===== src/include/game_params.svh =====
`ifndef GAME_PARAMS_SVH
`define GAME_PARAMS_SVH

// Number of steps stored in the sequence ROM
`define GAME_SEQ_LEN 16

// Cycles per replayed step
// LED lit during the first half only
`define GAME_SHOW_CYCLES 16

// Player wait limit in timed games
`define GAME_TIMEOUT_CYCLES 48

// Tone half-period for the lowest LED
// Scaled by LED index plus one
`define GAME_TONE_BASE 2

`endif


===== src/source/gamePkg.sv =====
package gamePkg;

    // Control FSM states, one word of 4 bits
    typedef enum logic [3:0] {
        idle,
        loadLevels,
        showStep,
        showGap,
        nextShow,
        waitPlay,
        checkPlay,
        nextStep,
        nextRound,
        finish
    } gameState_t;

    // Outcome of a game, none while running
    typedef enum logic [1:0] {
        none,
        won,
        lost,
        timedOut
    } gameResult_t;

    // LED pattern or button word, one bit per color
    typedef logic [3:0] ledWord_t;

    // Step address and round index
    typedef logic [3:0] stepIdx_t;

endpackage


===== src/source/gameControl.sv =====
`timescale 1ns/1ps

module gameControl (
    input  logic                 clock,
    input  logic                 rstN,
    input  logic                 start,
    input  logic                 playMade,
    input  logic                 playCorrect,
    input  logic                 stepIsRound,
    input  logic                 lastRound,
    input  logic                 showHalf,
    input  logic                 showDone,
    input  logic                 timeoutDone,
    output logic                 clearRound,
    output logic                 countRound,
    output logic                 clearStep,
    output logic                 countStep,
    output logic                 loadLevels,
    output logic                 loadPlay,
    output logic                 clearShow,
    output logic                 countShow,
    output logic                 clearTimeout,
    output logic                 countTimeout,
    output logic                 showLeds,
    output logic                 playerTurn,
    output logic                 gameOver,
    output gamePkg::gameResult_t result
);
    import gamePkg::*;

    gameState_t  state;
    gameState_t  stateNext;
    gameResult_t resultNext;
    logic        resultLoad;

    always_ff @(posedge clock or negedge rstN) begin
        if (!rstN) begin
            state <= idle;
        end else begin
            state <= stateNext;
        end
    end

    // Result held through finish, cleared by the next start
    always_ff @(posedge clock or negedge rstN) begin
        if (!rstN) begin
            result <= none;
        end else if (resultLoad) begin
            result <= resultNext;
        end
    end

    always_comb begin
        stateNext    = state;
        resultLoad   = 1'b0;
        resultNext   = none;
        clearRound   = 1'b0;
        countRound   = 1'b0;
        clearStep    = 1'b0;
        countStep    = 1'b0;
        loadLevels   = 1'b0;
        loadPlay     = 1'b0;
        clearShow    = 1'b0;
        countShow    = 1'b0;
        clearTimeout = 1'b0;
        countTimeout = 1'b0;
        showLeds     = 1'b0;
        case (state)
            idle, finish: begin
                if (start) begin
                    resultLoad = 1'b1;
                    stateNext  = gamePkg::loadLevels;
                end
            end
            gamePkg::loadLevels: begin
                // Fresh game from round 0, step 0
                loadLevels   = 1'b1;
                clearRound   = 1'b1;
                clearStep    = 1'b1;
                clearShow    = 1'b1;
                clearTimeout = 1'b1;
                stateNext    = nextShow;
            end
            nextShow: begin
                // ROM settles on the new address here
                clearShow = 1'b1;
                stateNext = showStep;
            end
            showStep: begin
                showLeds  = 1'b1;
                countShow = 1'b1;
                if (showHalf) begin
                    stateNext = showGap;
                end
            end
            showGap: begin
                countShow = 1'b1;
                if (showDone) begin
                    if (stepIsRound) begin
                        // Replay over, player starts from step 0
                        clearStep    = 1'b1;
                        clearTimeout = 1'b1;
                        stateNext    = waitPlay;
                    end else begin
                        countStep = 1'b1;
                        stateNext = nextShow;
                    end
                end
            end
            waitPlay: begin
                countTimeout = 1'b1;
                if (playMade) begin
                    loadPlay  = 1'b1;
                    stateNext = checkPlay;
                end else if (timeoutDone) begin
                    resultLoad = 1'b1;
                    resultNext = timedOut;
                    stateNext  = finish;
                end
            end
            checkPlay: begin
                if (!playCorrect) begin
                    resultLoad = 1'b1;
                    resultNext = lost;
                    stateNext  = finish;
                end else if (stepIsRound) begin
                    if (lastRound) begin
                        resultLoad = 1'b1;
                        resultNext = won;
                        stateNext  = finish;
                    end else begin
                        stateNext = nextRound;
                    end
                end else begin
                    countStep = 1'b1;
                    stateNext = nextStep;
                end
            end
            nextStep: begin
                // One state for the ROM to follow countStep
                clearTimeout = 1'b1;
                stateNext    = waitPlay;
            end
            nextRound: begin
                countRound = 1'b1;
                clearStep  = 1'b1;
                stateNext  = nextShow;
            end
            default: begin
                stateNext = idle;
            end
        endcase
    end

    assign playerTurn = (state == waitPlay);
    assign gameOver   = (state == finish);

endmodule


===== src/source/gameDatapath.sv =====
`timescale 1ns/1ps

`include "game_params.svh"

module gameDatapath (
    input  logic              clock,
    input  logic              rstN,
    input  gamePkg::ledWord_t buttons,
    input  logic              levelRounds,
    input  logic              levelTimed,
    input  logic              clearRound,
    input  logic              countRound,
    input  logic              clearStep,
    input  logic              countStep,
    input  logic              loadLevels,
    input  logic              loadPlay,
    input  logic              clearShow,
    input  logic              countShow,
    input  logic              clearTimeout,
    input  logic              countTimeout,
    input  logic              showLeds,
    output gamePkg::ledWord_t leds,
    output logic              playMade,
    output logic              playCorrect,
    output logic              stepIsRound,
    output logic              lastRound,
    output logic              showHalf,
    output logic              showDone,
    output logic              timeoutDone,
    output logic              levelTimedReg
);
    import gamePkg::*;

    localparam int ShowBits    = $clog2(`GAME_SHOW_CYCLES);
    localparam int TimeoutBits = $clog2(`GAME_TIMEOUT_CYCLES);

    logic                   levelRoundsReg;
    ledWord_t               buttonReg;
    logic                   anyPrev;
    ledWord_t               playWord;
    stepIdx_t               stepCount;
    stepIdx_t               roundCount;
    ledWord_t               romWord;
    logic [ShowBits-1:0]    showCount;
    logic [TimeoutBits-1:0] timeoutCount;

    // Levels are sampled once per game
    always_ff @(posedge clock or negedge rstN) begin
        if (!rstN) begin
            levelRoundsReg <= 1'b0;
            levelTimedReg  <= 1'b0;
        end else if (loadLevels) begin
            levelRoundsReg <= levelRounds;
            levelTimedReg  <= levelTimed;
        end
    end

    // Buttons registered, then rising edge of their OR
    always_ff @(posedge clock or negedge rstN) begin
        if (!rstN) begin
            buttonReg <= '0;
            anyPrev   <= 1'b0;
        end else begin
            buttonReg <= buttons;
            anyPrev   <= |buttonReg;
        end
    end

    assign playMade = (|buttonReg) & ~anyPrev;

    // Play word, taken from the registered buttons
    always_ff @(posedge clock) begin
        if (loadPlay) begin
            playWord <= buttonReg;
        end
    end

    // Step address and round counters
    always_ff @(posedge clock or negedge rstN) begin
        if (!rstN) begin
            stepCount  <= '0;
            roundCount <= '0;
        end else begin
            if (clearStep) begin
                stepCount <= '0;
            end else if (countStep) begin
                stepCount <= stepCount + 4'd1;
            end
            if (clearRound) begin
                roundCount <= '0;
            end else if (countRound) begin
                roundCount <= roundCount + 4'd1;
            end
        end
    end

    sequenceRom sequenceRom0 (
        .clock   (clock),
        .address (stepCount),
        .data    (romWord)
    );

    // Sequence path compares
    assign playCorrect = (romWord == playWord);
    assign stepIsRound = (stepCount == roundCount);
    // Round 15 in a full game, round 7 in a short one
    assign lastRound   = levelRoundsReg ? (roundCount == stepIdx_t'(`GAME_SEQ_LEN - 1))
                                        : (roundCount == stepIdx_t'(`GAME_SEQ_LEN / 2 - 1));

    // Show timer, one replay step
    always_ff @(posedge clock or negedge rstN) begin
        if (!rstN) begin
            showCount <= '0;
        end else if (clearShow) begin
            showCount <= '0;
        end else if (countShow) begin
            showCount <= showCount + 1'b1;
        end
    end

    // Last lit cycle and last dark cycle of the step
    assign showHalf = (showCount == ShowBits'(`GAME_SHOW_CYCLES / 2 - 1));
    assign showDone = (showCount == ShowBits'(`GAME_SHOW_CYCLES - 1));

    // Timeout timer, restarted by any play
    // Saturates so an untimed game never wraps
    always_ff @(posedge clock or negedge rstN) begin
        if (!rstN) begin
            timeoutCount <= '0;
        end else if (clearTimeout || playMade) begin
            timeoutCount <= '0;
        end else if (countTimeout && !(timeoutCount == TimeoutBits'(`GAME_TIMEOUT_CYCLES - 1))) begin
            timeoutCount <= timeoutCount + 1'b1;
        end
    end

    // Only counts in timed games
    assign timeoutDone = levelTimedReg
                       && (timeoutCount == TimeoutBits'(`GAME_TIMEOUT_CYCLES - 1));

    // LEDs dark unless the control is showing a step
    assign leds = showLeds ? romWord : '0;

endmodule


===== src/source/memoryGame.sv =====
`timescale 1ns/1ps

module memoryGame (
    input  logic                 clock,
    input  logic                 rstN,
    input  logic                 start,
    input  gamePkg::ledWord_t    buttons,
    input  logic                 levelRounds,
    input  logic                 levelTimed,
    output gamePkg::ledWord_t    leds,
    output logic                 buzzer,
    output logic                 playerTurn,
    output logic                 gameOver,
    output gamePkg::gameResult_t result
);
    // Control strobes into the datapath
    logic clearRound;
    logic countRound;
    logic clearStep;
    logic countStep;
    logic loadLevels;
    logic loadPlay;
    logic clearShow;
    logic countShow;
    logic clearTimeout;
    logic countTimeout;
    logic showLeds;

    // Conditions back to the control
    logic playMade;
    logic playCorrect;
    logic stepIsRound;
    logic lastRound;
    logic showHalf;
    logic showDone;
    logic timeoutDone;

    gameControl control0 (.*);

    // Timed level is already folded into timeoutDone
    gameDatapath datapath0 (
        .*,
        .levelTimedReg ()
    );

    // Tone follows whichever LED is lit
    toneGenerator tone0 (.*);

endmodule


===== src/source/sequenceRom.sv =====
`timescale 1ns/1ps

`include "game_params.svh"

module sequenceRom (
    input  logic              clock,
    input  gamePkg::stepIdx_t address,
    output gamePkg::ledWord_t data
);
    import gamePkg::*;

    ledWord_t romTable [`GAME_SEQ_LEN];

    // Contents follow a fixed rule
    // Word a is one-hot with bit (3*a) mod 4 set
    always_comb begin
        for (int a = 0; a < `GAME_SEQ_LEN; a++) begin
            romTable[a] = ledWord_t'(1) << ((3 * a) % 4);
        end
    end

    // Registered read, data lags the address by one cycle
    always_ff @(posedge clock) begin
        data <= romTable[address];
    end

endmodule


===== src/source/toneGenerator.sv =====
`timescale 1ns/1ps

`include "game_params.svh"

module toneGenerator (
    input  logic              clock,
    input  logic              rstN,
    input  gamePkg::ledWord_t leds,
    output logic              buzzer
);
    logic [1:0] litIndex;
    logic [3:0] halfPeriod;
    logic [3:0] halfCount;

    // Index of the lit LED
    // Highest bit wins, though only one is ever set
    always_comb begin
        litIndex = 2'd0;
        for (int i = 0; i < 4; i++) begin
            if (leds[i]) begin
                litIndex = 2'(i);
            end
        end
    end

    // Lower LED gives the higher pitch
    assign halfPeriod = 4'(`GAME_TONE_BASE) * (4'(litIndex) + 4'd1);

    always_ff @(posedge clock or negedge rstN) begin
        if (!rstN) begin
            halfCount <= '0;
            buzzer    <= 1'b0;
        end else if (leds == '0) begin
            // Silent and restarted while dark
            halfCount <= '0;
            buzzer    <= 1'b0;
        end else if (halfCount >= halfPeriod - 4'd1) begin
            // Also catches a count left over from a longer period
            halfCount <= '0;
            buzzer    <= ~buzzer;
        end else begin
            halfCount <= halfCount + 4'd1;
        end
    end

endmodule

===== config.mk =====
export PLATFORM = sky130hd
export DESIGN_NAME = memoryGame
export DESIGN_NICKNAME = d
export VERILOG_FILES = /design/src/source/gamePkg.sv /design/src/source/gameControl.sv /design/src/source/gameDatapath.sv /design/src/source/memoryGame.sv /design/src/source/sequenceRom.sv /design/src/source/toneGenerator.sv
export VERILOG_INCLUDE_DIRS = /design/src /design/src/include
export SDC_FILE = /design/constraint.sdc
export NUM_CORES = 1
export LEC_CHECK = 0
export BUFFER_PORTS_ARGS = -buffer_cell sky130_fd_sc_hd__buf_2
export CORE_MARGIN = 2
export CORE_UTILIZATION = 55
export CTS_CLUSTER_DIAMETER = 40
export DETAILED_ROUTE_END_ITERATION = 12
export PLACE_DENSITY = 0.74
export REMOVE_ABC_BUFFERS = 1
export SYNTH_ARGS = -nofsm -noshare
export SYNTH_HDL_FRONTEND = slang
export SYNTH_SLANG_ARGS = --single-unit

===== constraint.sdc =====
create_clock -name clock -period 6.7 [get_ports clock]
set_input_delay 1.005 -clock clock [delete_from_list [all_inputs] [get_ports clock]]
set_output_delay 1.005 -clock clock [all_outputs]
set_load 0.03 [all_outputs]

Yosys cells after proc, flatten, opt, wreduce, memory -nomap -nowiden --
Memory sizes are Yosys's and may differ from the RTL's. A register that Yosys moved wholly into a read port is not among the register bits. Index checks and enable logic that the tools add are counted.
Word-level totals: bits in registers 40, ROM bits 64, output and inout port bits 9, memories kept 1
Cells by class: add/sub/neg operators 7, order comparisons 1, eq/ne operators 20, multiplexer cells 56, bitwise logic cells 4, reduce and logical (&&, ||, !) cells 18
Memory list:
- (name not given) | words 16, width 4, rd ports 1, clocked after Yosys merged registers in 1, write ports 0, RTL line sequenceRom.sv:24 | data <= romTable[address];
Operators with widths (count):
- 2-to-1 mux 4 bit | 16
- one-hot mux 4 bit (8 select lines) | 1
- 2-to-1 mux 1 bit | 26
- equality test 4 x 3 -> 1 bit (second input constant) | 6
- adder 4 x 1 -> 4 bit (second input constant) | 4
- equality test 4 bit (second input constant) | 4
- 2-to-1 mux 2 bit | 6
- 2-to-1 mux 6 bit | 2
- nonzero test 2 bit | 5
- OR reduction 2 bit | 5
- equality test 4 x 2 -> 1 bit (second input constant) | 2
- equality test 4 bit | 2
- zero test 4 bit | 2
- adder 6 x 1 -> 6 bit (second input constant) | 1
- equality test 6 bit (second input constant) | 1
- one-hot mux 1 bit (2 select lines) | 3
- inverter 4 -> 5 bit | 1
- equality test 4 x 1 -> 1 bit (second input constant) | 1
- >= comparator 4 bit | 1
- inequality test 2 x 1 -> 1 bit (second input constant) | 2
- one-hot mux 2 bit (2 select lines) | 1
- AND reduction 4 bit | 1
- OR reduction 4 bit | 1
- subtractor 4 x 1 -> 4 bit (second input constant) | 1
- other kinds (9) | 11

Depth between registers and ports, before layout --
Gate-level depths: netlist (run 1).
depth after elaboration 11, gate-level depth with buffers 10, depth with buffers taken out 9

By module --
Synthesis (run 1) repeated with hierarchy kept, for this count alone.
Unflattened totals: cell total of the unflattened synthesis 235, area total of the unflattened synthesis 2392.3 µm²
Modules (own cells, without submodules):
- gameDatapath | times used 1, cells each 118, area each 1353.8 µm², sequential area each 745.7 µm²
- gameControl | times used 1, cells each 79, area each 636.9 µm², sequential area each 150.1 µm²
- toneGenerator | times used 1, cells each 30, area each 295.3 µm², sequential area each 125.1 µm²
- sequenceRom | times used 1, cells each 8, area each 106.4 µm², sequential area each 80.1 µm²

Least setup slack after synthesis (run 1) --
Ideal clock, no wire load.
path kind register -> output, from register control0.state[3], to output gameOver, data arrival time 1706 ps, required time 5695 ps, path slack 3989 ps, cell stages (with the launch flop) 3, path buffers 1, cell sequence dfrtp_1 buf_2 nor4bb_1
On the way: longest elaborated chain between the ends 1
Ends and longest elaborated chain:
- from (decl) | RTL line gameControl.sv:31 | gameState_t state;
- from (signal assigned) | RTL line gameControl.sv:38 | state <= idle;
- from (signal assigned) | RTL line gameControl.sv:40 | state <= stateNext;
- equality test 4 bit | RTL line gameControl.sv:156 | assign gameOver = (state == finish);
- to (decl) | RTL line memoryGame.sv:13 | output logic gameOver,
Every way passes these cells.

Worst setup path after layout (run 1) --
from register control0.state[1], to output leds[1]
On the way: longest elaborated chain between the ends 3
Ends and longest elaborated chain:
- equality test 4 x 2 -> 1 bit | RTL line gameControl.sv:68 | case (state)
- 2-to-1 mux 1 bit | RTL line gameControl.sv:68
- 2-to-1 mux 4 bit | RTL line gameDatapath.sv:142 | assign leds = showLeds ? romWord : '0;
- to (decl) | RTL line memoryGame.sv:10 | output gamePkg::ledWord_t leds,
Every way passes these cells.

==> impl_results.md, run 1 <==
- Outcome: complete, no violations
- Post-route minimum period: 3.22 ns
- Hold buffer count at cts: 0
- Prevailing post-synth register cell: sky130_fd_sc_hd__dfrtp_1
- # resized after CTS: 0
- Dpl ws: around 3.8 ns
- Pin count of the biggest net entering global routing: 37
- Core Footprint: 4030 um2
- Power Density: 352 nW/um2
- Clock skew: 0.00531 ns
- Via-per-instance ratio: 5.81
- Post-synth EDFFs: 4
- Skew-Pair Late Insertion Delay: 0.31 ns
- Total via count in the routed design: 1679
- Largest voltage drop on the vdd net: approximately 0.28 mV
- Vertical die dimension: 68.9 um
- Worst EP arrival: 2.21 ns
- Number of diodes added for antenna fixing: 0
- Longest Clk Path Bufs: 2
- Most repeated cell in the gate-level netlist after synthesis: sky130_fd_sc_hd__dfrtp_1
- Clk sink count: 44
- Number of DRC violations after detailed-routing iteration 0: 57
- Cells taking the most area after synthesis: sky130_fd_sc_hd__dfrtp_1, sky130_fd_sc_hd__xnor2_1, sky130_fd_sc_hd__edfxtp_1
- CP Max Fanout: 21
- Leakage power total: 1.14 nW
- Width of the chip: 68.9 um
- Effective utilization at floorplan: 0.576
- Category of the most critical setup path: register to primary output
- Minimum hold slack: 0.451 ns
- Gate count of the mapped netlist: about 220
- Worst-path cell with the longest stage delay: sky130_fd_sc_hd__dfrtp_1
- Register with the highest flop count: datapath0.timeoutCount
- Number of endpoints failing setup at the final stage: 0
- Total negative setup slack: 0 ns
- Number of global-route vias before repair: roughly 1500
- Peak Freq: a little over 300 MHz
- Overall die area: 4750 um2
- Cell type contributing the most total cell area after synthesis: sky130_fd_sc_hd__dfrtp_1
- Drt total wl: between 4 and 5 mm
- Standard-cell row count: 23
- Count of synthesis-stage warnings from yosys: 0
- Startpoint Class: register
- Post-synthesis register bit count: 44
- Cell chain of the critical path: or3b_4 > nor2_1 > and2_1 > buf_2
- Total global routing overflow: 0
- Routability cong.: 0.807
- Largest delay share family, worst path: simple AND/OR/NAND/NOR gates
- Post-route clock period utilization: 0.480
- Synth Area per Inst: between 10 and 15 um2
- Hpwl dp: 3.04 mm
- Buffers plus inverters on the worst setup path: 1
- Number of antenna violations at the first check in global routing: 0
- Worst hold-check path type: register to register
- Number of flip-flops in the largest register: 6
- List of most frequent post-synthesis cells: sky130_fd_sc_hd__dfrtp_1, sky130_fd_sc_hd__nor2_1, sky130_fd_sc_hd__xnor2_1
- Number of top-level pins: 18
- Fin. max-slew vios: 0
- Setup repair after global routing missed its margin: false
- H-tree level count: 2
- Number of maximum-capacitance violations: 0
- Synth-to-Final Area Change: 9.33%
- Number of nets in the layout: about 260
- Routed wirelength normalized by instance count: 14.6 um
- First-pass detailed-route iteration total: 4
- CTS tree: yes
- CTS clk-pin slew, worst paths: 0.09 ns
- Share of the synthesized area in the top cell type: 0.388
- Critical path capture point type: primary output
- Worst Setup Slack, final: 3.48 ns
- Netlist area before placement: 2320 um2
- Post-route DRC: 0
- Share of post-route cells with drive strength above 1: 0.146
- Final hold violation count: 0
- Area of all placed cells without fillers: 2540 um2
- Slowest cell delay on critical path: around 0.75 ns
- Transition at the pin with the smallest max-transition slack: 0.819 ns
- Post-detailed-route count of antenna-violating nets: 0
- Worst endpoint required time: 5.69 ns
- Sequential cell area fraction in the yosys report: 0.475
- First-pass GRT wire length: 6.92 mm
- Global-route total usage across every layer: 0.201
- Number of setup buffers added after CTS: 0
- Number of clock buffers inserted by TritonCTS: 5
- Synth async-reset ratio: 0.818
- Relative max-transition margin: 0.446
- Yosys cell types: 50
- Cell chosen for the clock root: sky130_fd_sc_hd__clkbuf_8
- Sum of internal, switching and leakage power: roughly 900 uW
- Port Buffers: 17
- Area after detailed placement: approximately 2400 um2
[cells in the final DEF, fill, tap and decap left out, types with 3 or more instances in the layout]
cell,n
sky130_fd_sc_hd__ha_1,8
sky130_fd_sc_hd__edfxtp_1,4
sky130_fd_sc_hd__nand3_1,9
sky130_fd_sc_hd__or3_1,3
sky130_fd_sc_hd__mux2_2,4
sky130_fd_sc_hd__mux2i_1,3
sky130_fd_sc_hd__nor2_1,22
sky130_fd_sc_hd__buf_2,17
sky130_fd_sc_hd__nor3_1,3
sky130_fd_sc_hd__nor2b_1,6
sky130_fd_sc_hd__o21ai_0,11
sky130_fd_sc_hd__a21oi_1,8
sky130_fd_sc_hd__dfxtp_1,4
sky130_fd_sc_hd__xnor2_1,15
sky130_fd_sc_hd__dfrtp_1,36
sky130_fd_sc_hd__nand4_1,6
sky130_fd_sc_hd__xor2_1,8
sky130_fd_sc_hd__and2_1,6
sky130_fd_sc_hd__inv_1,4
sky130_fd_sc_hd__clkbuf_8,5
sky130_fd_sc_hd__a22o_1,4
sky130_fd_sc_hd__nand2_1,10
sky130_fd_sc_hd__and3_1,6
sky130_fd_sc_hd__o31ai_1,4
[worst paths after layout]
check                                                 start                              end  slack [ns]  cells after the start
max                           control0.state[1]$_DFFE_PN0P_                          leds[1]        3.48                      4
min                        datapath0.buttonReg[2]$_DFF_PN0_  datapath0.playWord[2]$_DFFE_PP_        0.45                      0
max reg2reg                   control0.state[1]$_DFFE_PN0P_         tone0.buzzer$_DFFE_PN0P_        3.74                      9
min reg2reg                datapath0.buttonReg[2]$_DFF_PN0_  datapath0.playWord[2]$_DFFE_PP_        0.45                      0
max in group asynchronous                              rstN    control0.state[0]$_DFFE_PN0P_        5.44                      1
min in group asynchronous                              rstN     tone0.halfCount[3]$_DFF_PN0_        0.77                      1
[area by class of cell]
cell class | count | area [um2]
fill | 340 | 1490
multi-input combinational | 166 | 1160
sequential | 44 | 1100
timing repair buffer | 17 | 85.1
clock buffer | 5 | 68.8
tap | 50 | 62.6
clock inverter | 3 | 46.3
inverter | 4 | 15.0
[report_power, final]
part           internal [mW]  leakage (nW)  switching (mW)
clock network          0.112        0.0548          0.0964
registers              0.308         0.542          0.0799
logic                  0.136         0.547           0.161
total                  0.556          1.14           0.337
[per-layer routing]
layer,wire length [um],up-vias,GRT usage
li1,-,833,-
met1,2120,810,0.273
met2,1890,30,0.309
met3,148,6,0.0390
met4,66,0,0.0956
met5,0,-,0
[cells by family after synthesis]
logic type                 share of synthesized area
DFF                                            0.475
buffers and inverters                         0.0264
other                                        0.00162
and+or+nand+nor                                0.205
adders and majority gates                     0.0432
muxes                                         0.0324
xor gates and xnor gates                      0.0868
AOI/OAI and AO/OA                              0.130
[through the flow]
step | util | cells
2_1_floorplan | - | 214
3_3_place_gp | 0.601 | 281
3_5_place_dp | 0.601 | 281
4_1_cts | 0.630 | 289
5_1_grt | 0.630 | 289
6_report | 0.630 | 289
No activity file was read; power rests on OpenSTA's default activity.
==> run 2, diff against run 1 <==
==> constraint.sdc (replaced) <==
create_clock -name clock -period 3.19 [get_ports clock]
set_input_delay 0.4785 -clock clock [delete_from_list [all_inputs] [get_ports clock]]
set_output_delay 0.4785 -clock clock [all_outputs]
set_load 0.03 [all_outputs]
==> impl_results.md, run 2 (synthesized netlist as in run 1, its figures left out) <==
- Skew-Pair Late Insertion Delay: 0.30 ns (about the same)
- Number of global-route vias before repair: 1475 (-2.4%)
- Register-to-register setup slack: 0.66 ns (-3.08 ns)
- Startpoint Class: register
- Number of clock buffers inserted by TritonCTS: 5 (unchanged)
- First-pass GRT wire length: 6.88 mm (-0.59%)
- Number of setup buffers added after CTS: 0 (unchanged)
- Post-route clock period utilization: 0.792
- Port Buffers: 17 (unchanged)
- Routability cong.: 0.870 (+7.7%)
- Clock skew: 0.00517 ns (-0.000141 ns)
- Register with the highest flop count: datapath0.timeoutCount
- Most frequent standard cell in the layout excluding fill and tap cells: sky130_fd_sc_hd__dfrtp_1
- Share of post-route cells with drive strength above 1: 0.157 (+0.0106)
- Global-route total usage across every layer: 0.200 (-0.00125)
- Fraction of power consumed by the clock network: 0.188 (-0.046)
- Number of top-level pins: 18 (unchanged)
- Post-Layout Cell Count: 292 (+1.0%)
- Overall die area: 4750 um2 (unchanged)
- Final hold violation count: 0 (unchanged)
- Switching part of the total power: 0.384 (+0.00637)
- Width of the chip: 68.9 um (unchanged)
- Number of flip-flops in the largest register: 6 (unchanged)
- Post-route minimum period: 2.53 ns
- Largest voltage drop on the vdd net: 0.360 mV (+28%)
- Number of maximum-capacitance violations: 0 (unchanged)
- Total negative setup slack: 0 ns (unchanged)
- Worst EP arrival: 2.72 ns (+0.51 ns)
- Minimum hold slack: 0.249 ns (-0.202 ns)
- Internal power consumption: 1.11 mW (+99%)
- Post-route DRC: 0 (unchanged)
- Longest Clk Path Bufs: 2 (unchanged)
- Drt total wl: 4.08 mm (-3.4%)
- Fin. max-slew vios: 0 (unchanged)
- Setup repair after global routing missed its margin: false
- Relative max-transition margin: 0.476 (+0.0299)
- Leakage power total: 1.15 nW (+0.73%)
- First-pass detailed-route iteration total: 4 (unchanged)
- Cell chosen for the clock root: sky130_fd_sc_hd__clkbuf_8
- Hpwl dp: 2.99 mm (-1.6%)
- Worst endpoint required time: 3.38 ns (-2.31 ns)
- Number of antenna violations at the first check in global routing: 0 (unchanged)
- Number of diodes added for antenna fixing: 0 (unchanged)
- Part of the total power dissipated in combinational logic: 0.400 (+0.067)
- Peak Freq: 396 MHz
- H-tree level count: 2 (unchanged)
- Power Density: 710 nW/um2 (+100%)
- Startpoint of the lowest-slack register-to-register path: control0.state[3]$_DFFE_PN0P_
- Effective utilization at floorplan: 0.576 (unchanged)
- Critical path capture point type: register
- Worst hold-check path type: input pin to async pin
- Post-detailed-route count of antenna-violating nets: 0 (unchanged)
- Synth-to-Final Area Change: 9.12%
- Core Footprint: 4030 um2 (unchanged)
- Top library cells by usage in the layout, fill and taps aside: sky130_fd_sc_hd__dfrtp_1, sky130_fd_sc_hd__nor2_1, sky130_fd_sc_hd__buf_2, sky130_fd_sc_hd__xnor2_1, sky130_fd_sc_hd__o21ai_0
- Vertical die dimension: 68.9 um (unchanged)
- Pin count of the biggest net entering global routing: 37 (unchanged)
- R2r endpoint: tone0.buzzer$_DFFE_PN0P_
- Category of the most critical setup path: register to register
- Fraction of power consumed by sequential logic: 0.412 (-0.022)
- Via-per-instance ratio: 5.73 (-1.4%)
- Standard-cell row count: 23 (unchanged)
- NetSw: 690 uW (+100%)
- CTS tree: yes
- Total global routing overflow: 0 (unchanged)
- # resized after CTS: 0 (unchanged)
- Outcome: complete, no violations
- Post-layout utilization of the core: 0.628 (-0.00124)
- Total via count in the routed design: 1673 (-0.36%)
- FF-to-FF path depth: 9 (unchanged)
- Transition at the pin with the smallest max-transition slack: 0.786 ns (-0.0333 ns)
- Number of DRC violations after detailed-routing iteration 0: 56 (-1.8%)
- Routed wirelength normalized by instance count: 14.0 um (-4.4%)
- Number of endpoints failing setup at the final stage: 0 (unchanged)
- Hold buffer count at cts: 0 (unchanged)
- Number of nets in the layout: 258 (+1.2%)
- CTS clk-pin slew, worst paths: 0.08 ns (about the same)
- CP Max Fanout: 7 (-67%)
- Clk sink count: 44 (unchanged)
- Inst Count DP: 284 (+1.1%)
-- run 2: changes by cell type in the layout (fill, tap and decap cells not counted) --
cell and delta:
sky130_fd_sc_hd__clkinv_2 +2, sky130_fd_sc_hd__clkinvlp_4 -1, sky130_fd_sc_hd__buf_4 +3, sky130_fd_sc_hd__clkinv_4 +1, sky130_fd_sc_hd__bufinv_16 -1, sky130_fd_sc_hd__inv_6 -1
-- run 2: critical path, stage by stage (launching register included) --
cell and delay [ns]:
sky130_fd_sc_hd__dfrtp_1 0.39, sky130_fd_sc_hd__or3b_4 0.44, sky130_fd_sc_hd__nor2_1 0.28, sky130_fd_sc_hd__o21ai_0 0.16, sky130_fd_sc_hd__ha_1 0.32, sky130_fd_sc_hd__a21o_1 0.15
sky130_fd_sc_hd__a21o_1 0.17, sky130_fd_sc_hd__a21oi_1 0.24, sky130_fd_sc_hd__xnor2_1 0.11, sky130_fd_sc_hd__and2_1 0.17
-- run 2: final cells by class --
| class | count | area, um2 |
|---|---|---|
| fillers | 328 | 1500 |
| multi-input cells | 166 | 1160 |
| flip-flops and latches | 44 | 1100 |
| repair buffers | 20 | 108 |
| clock buffers | 5 | 68.8 |
| well taps | 50 | 62.6 |
| clock inverters | 3 | 18.8 |
| inverters | 4 | 15.0 |
-- run 2: how the worst max path moves through the flow --
stage                                  startpoint  slack (ns)                        to
finish              control0.state[3]$_DFFE_PN0P_        0.66  tone0.buzzer$_DFFE_PN0P_
global route        control0.state[3]$_DFFE_PN0P_        0.45  tone0.buzzer$_DFFE_PN0P_
CTS                 control0.state[3]$_DFFE_PN0P_        0.65  tone0.buzzer$_DFFE_PN0P_
detailed placement  control0.state[3]$_DFFE_PN0P_        0.67  tone0.buzzer$_DFFE_PN0P_
global placement    control0.state[3]$_DFFE_PN0P_        0.75  tone0.buzzer$_DFFE_PN0P_
floorplan           control0.state[1]$_DFFE_PN0P_        0.60  tone0.buzzer$_DFFE_PN0P_
-- run 2: through the flow --
step                      power [mW]  worst slack (ns)  instance area [um2]
final                           1.80             0.663                 2530
after global routing            1.94             0.454                 2530
after CTS                       1.81             0.648                 2530
after detailed placement        1.47             0.674                 2440
after global placement          1.46             0.749                 2440
after floorplan                 1.28             0.597                 2270
-- run 2: power groups by stage --
| stage | Sequential (mW) | Clock [mW] | Combinational, mW |
|---|---|---|---|
| floorplan | 0.793 | 0 | 0.488 |
| global placement | 0.747 | 0 | 0.711 |
| detailed placement | 0.749 | 0 | 0.718 |
| CTS | 0.737 | 0.352 | 0.721 |
| global route | 0.753 | 0.375 | 0.811 |
| finish | 0.740 | 0.338 | 0.719 |
-- run 2: metal layers --
| layer | global-route usage | up-vias | share of wire |
|---|---|---|---|
| met3 | 0.0438 | 7 | 0.044 |
| met5 | 0 | - | 0 |
| met4 | 0.0735 | 0 | 0.016 |
| li1 | - | 840 | - |
| met2 | 0.305 | 33 | 0.46 |
| met1 | 0.278 | 793 | 0.48 |
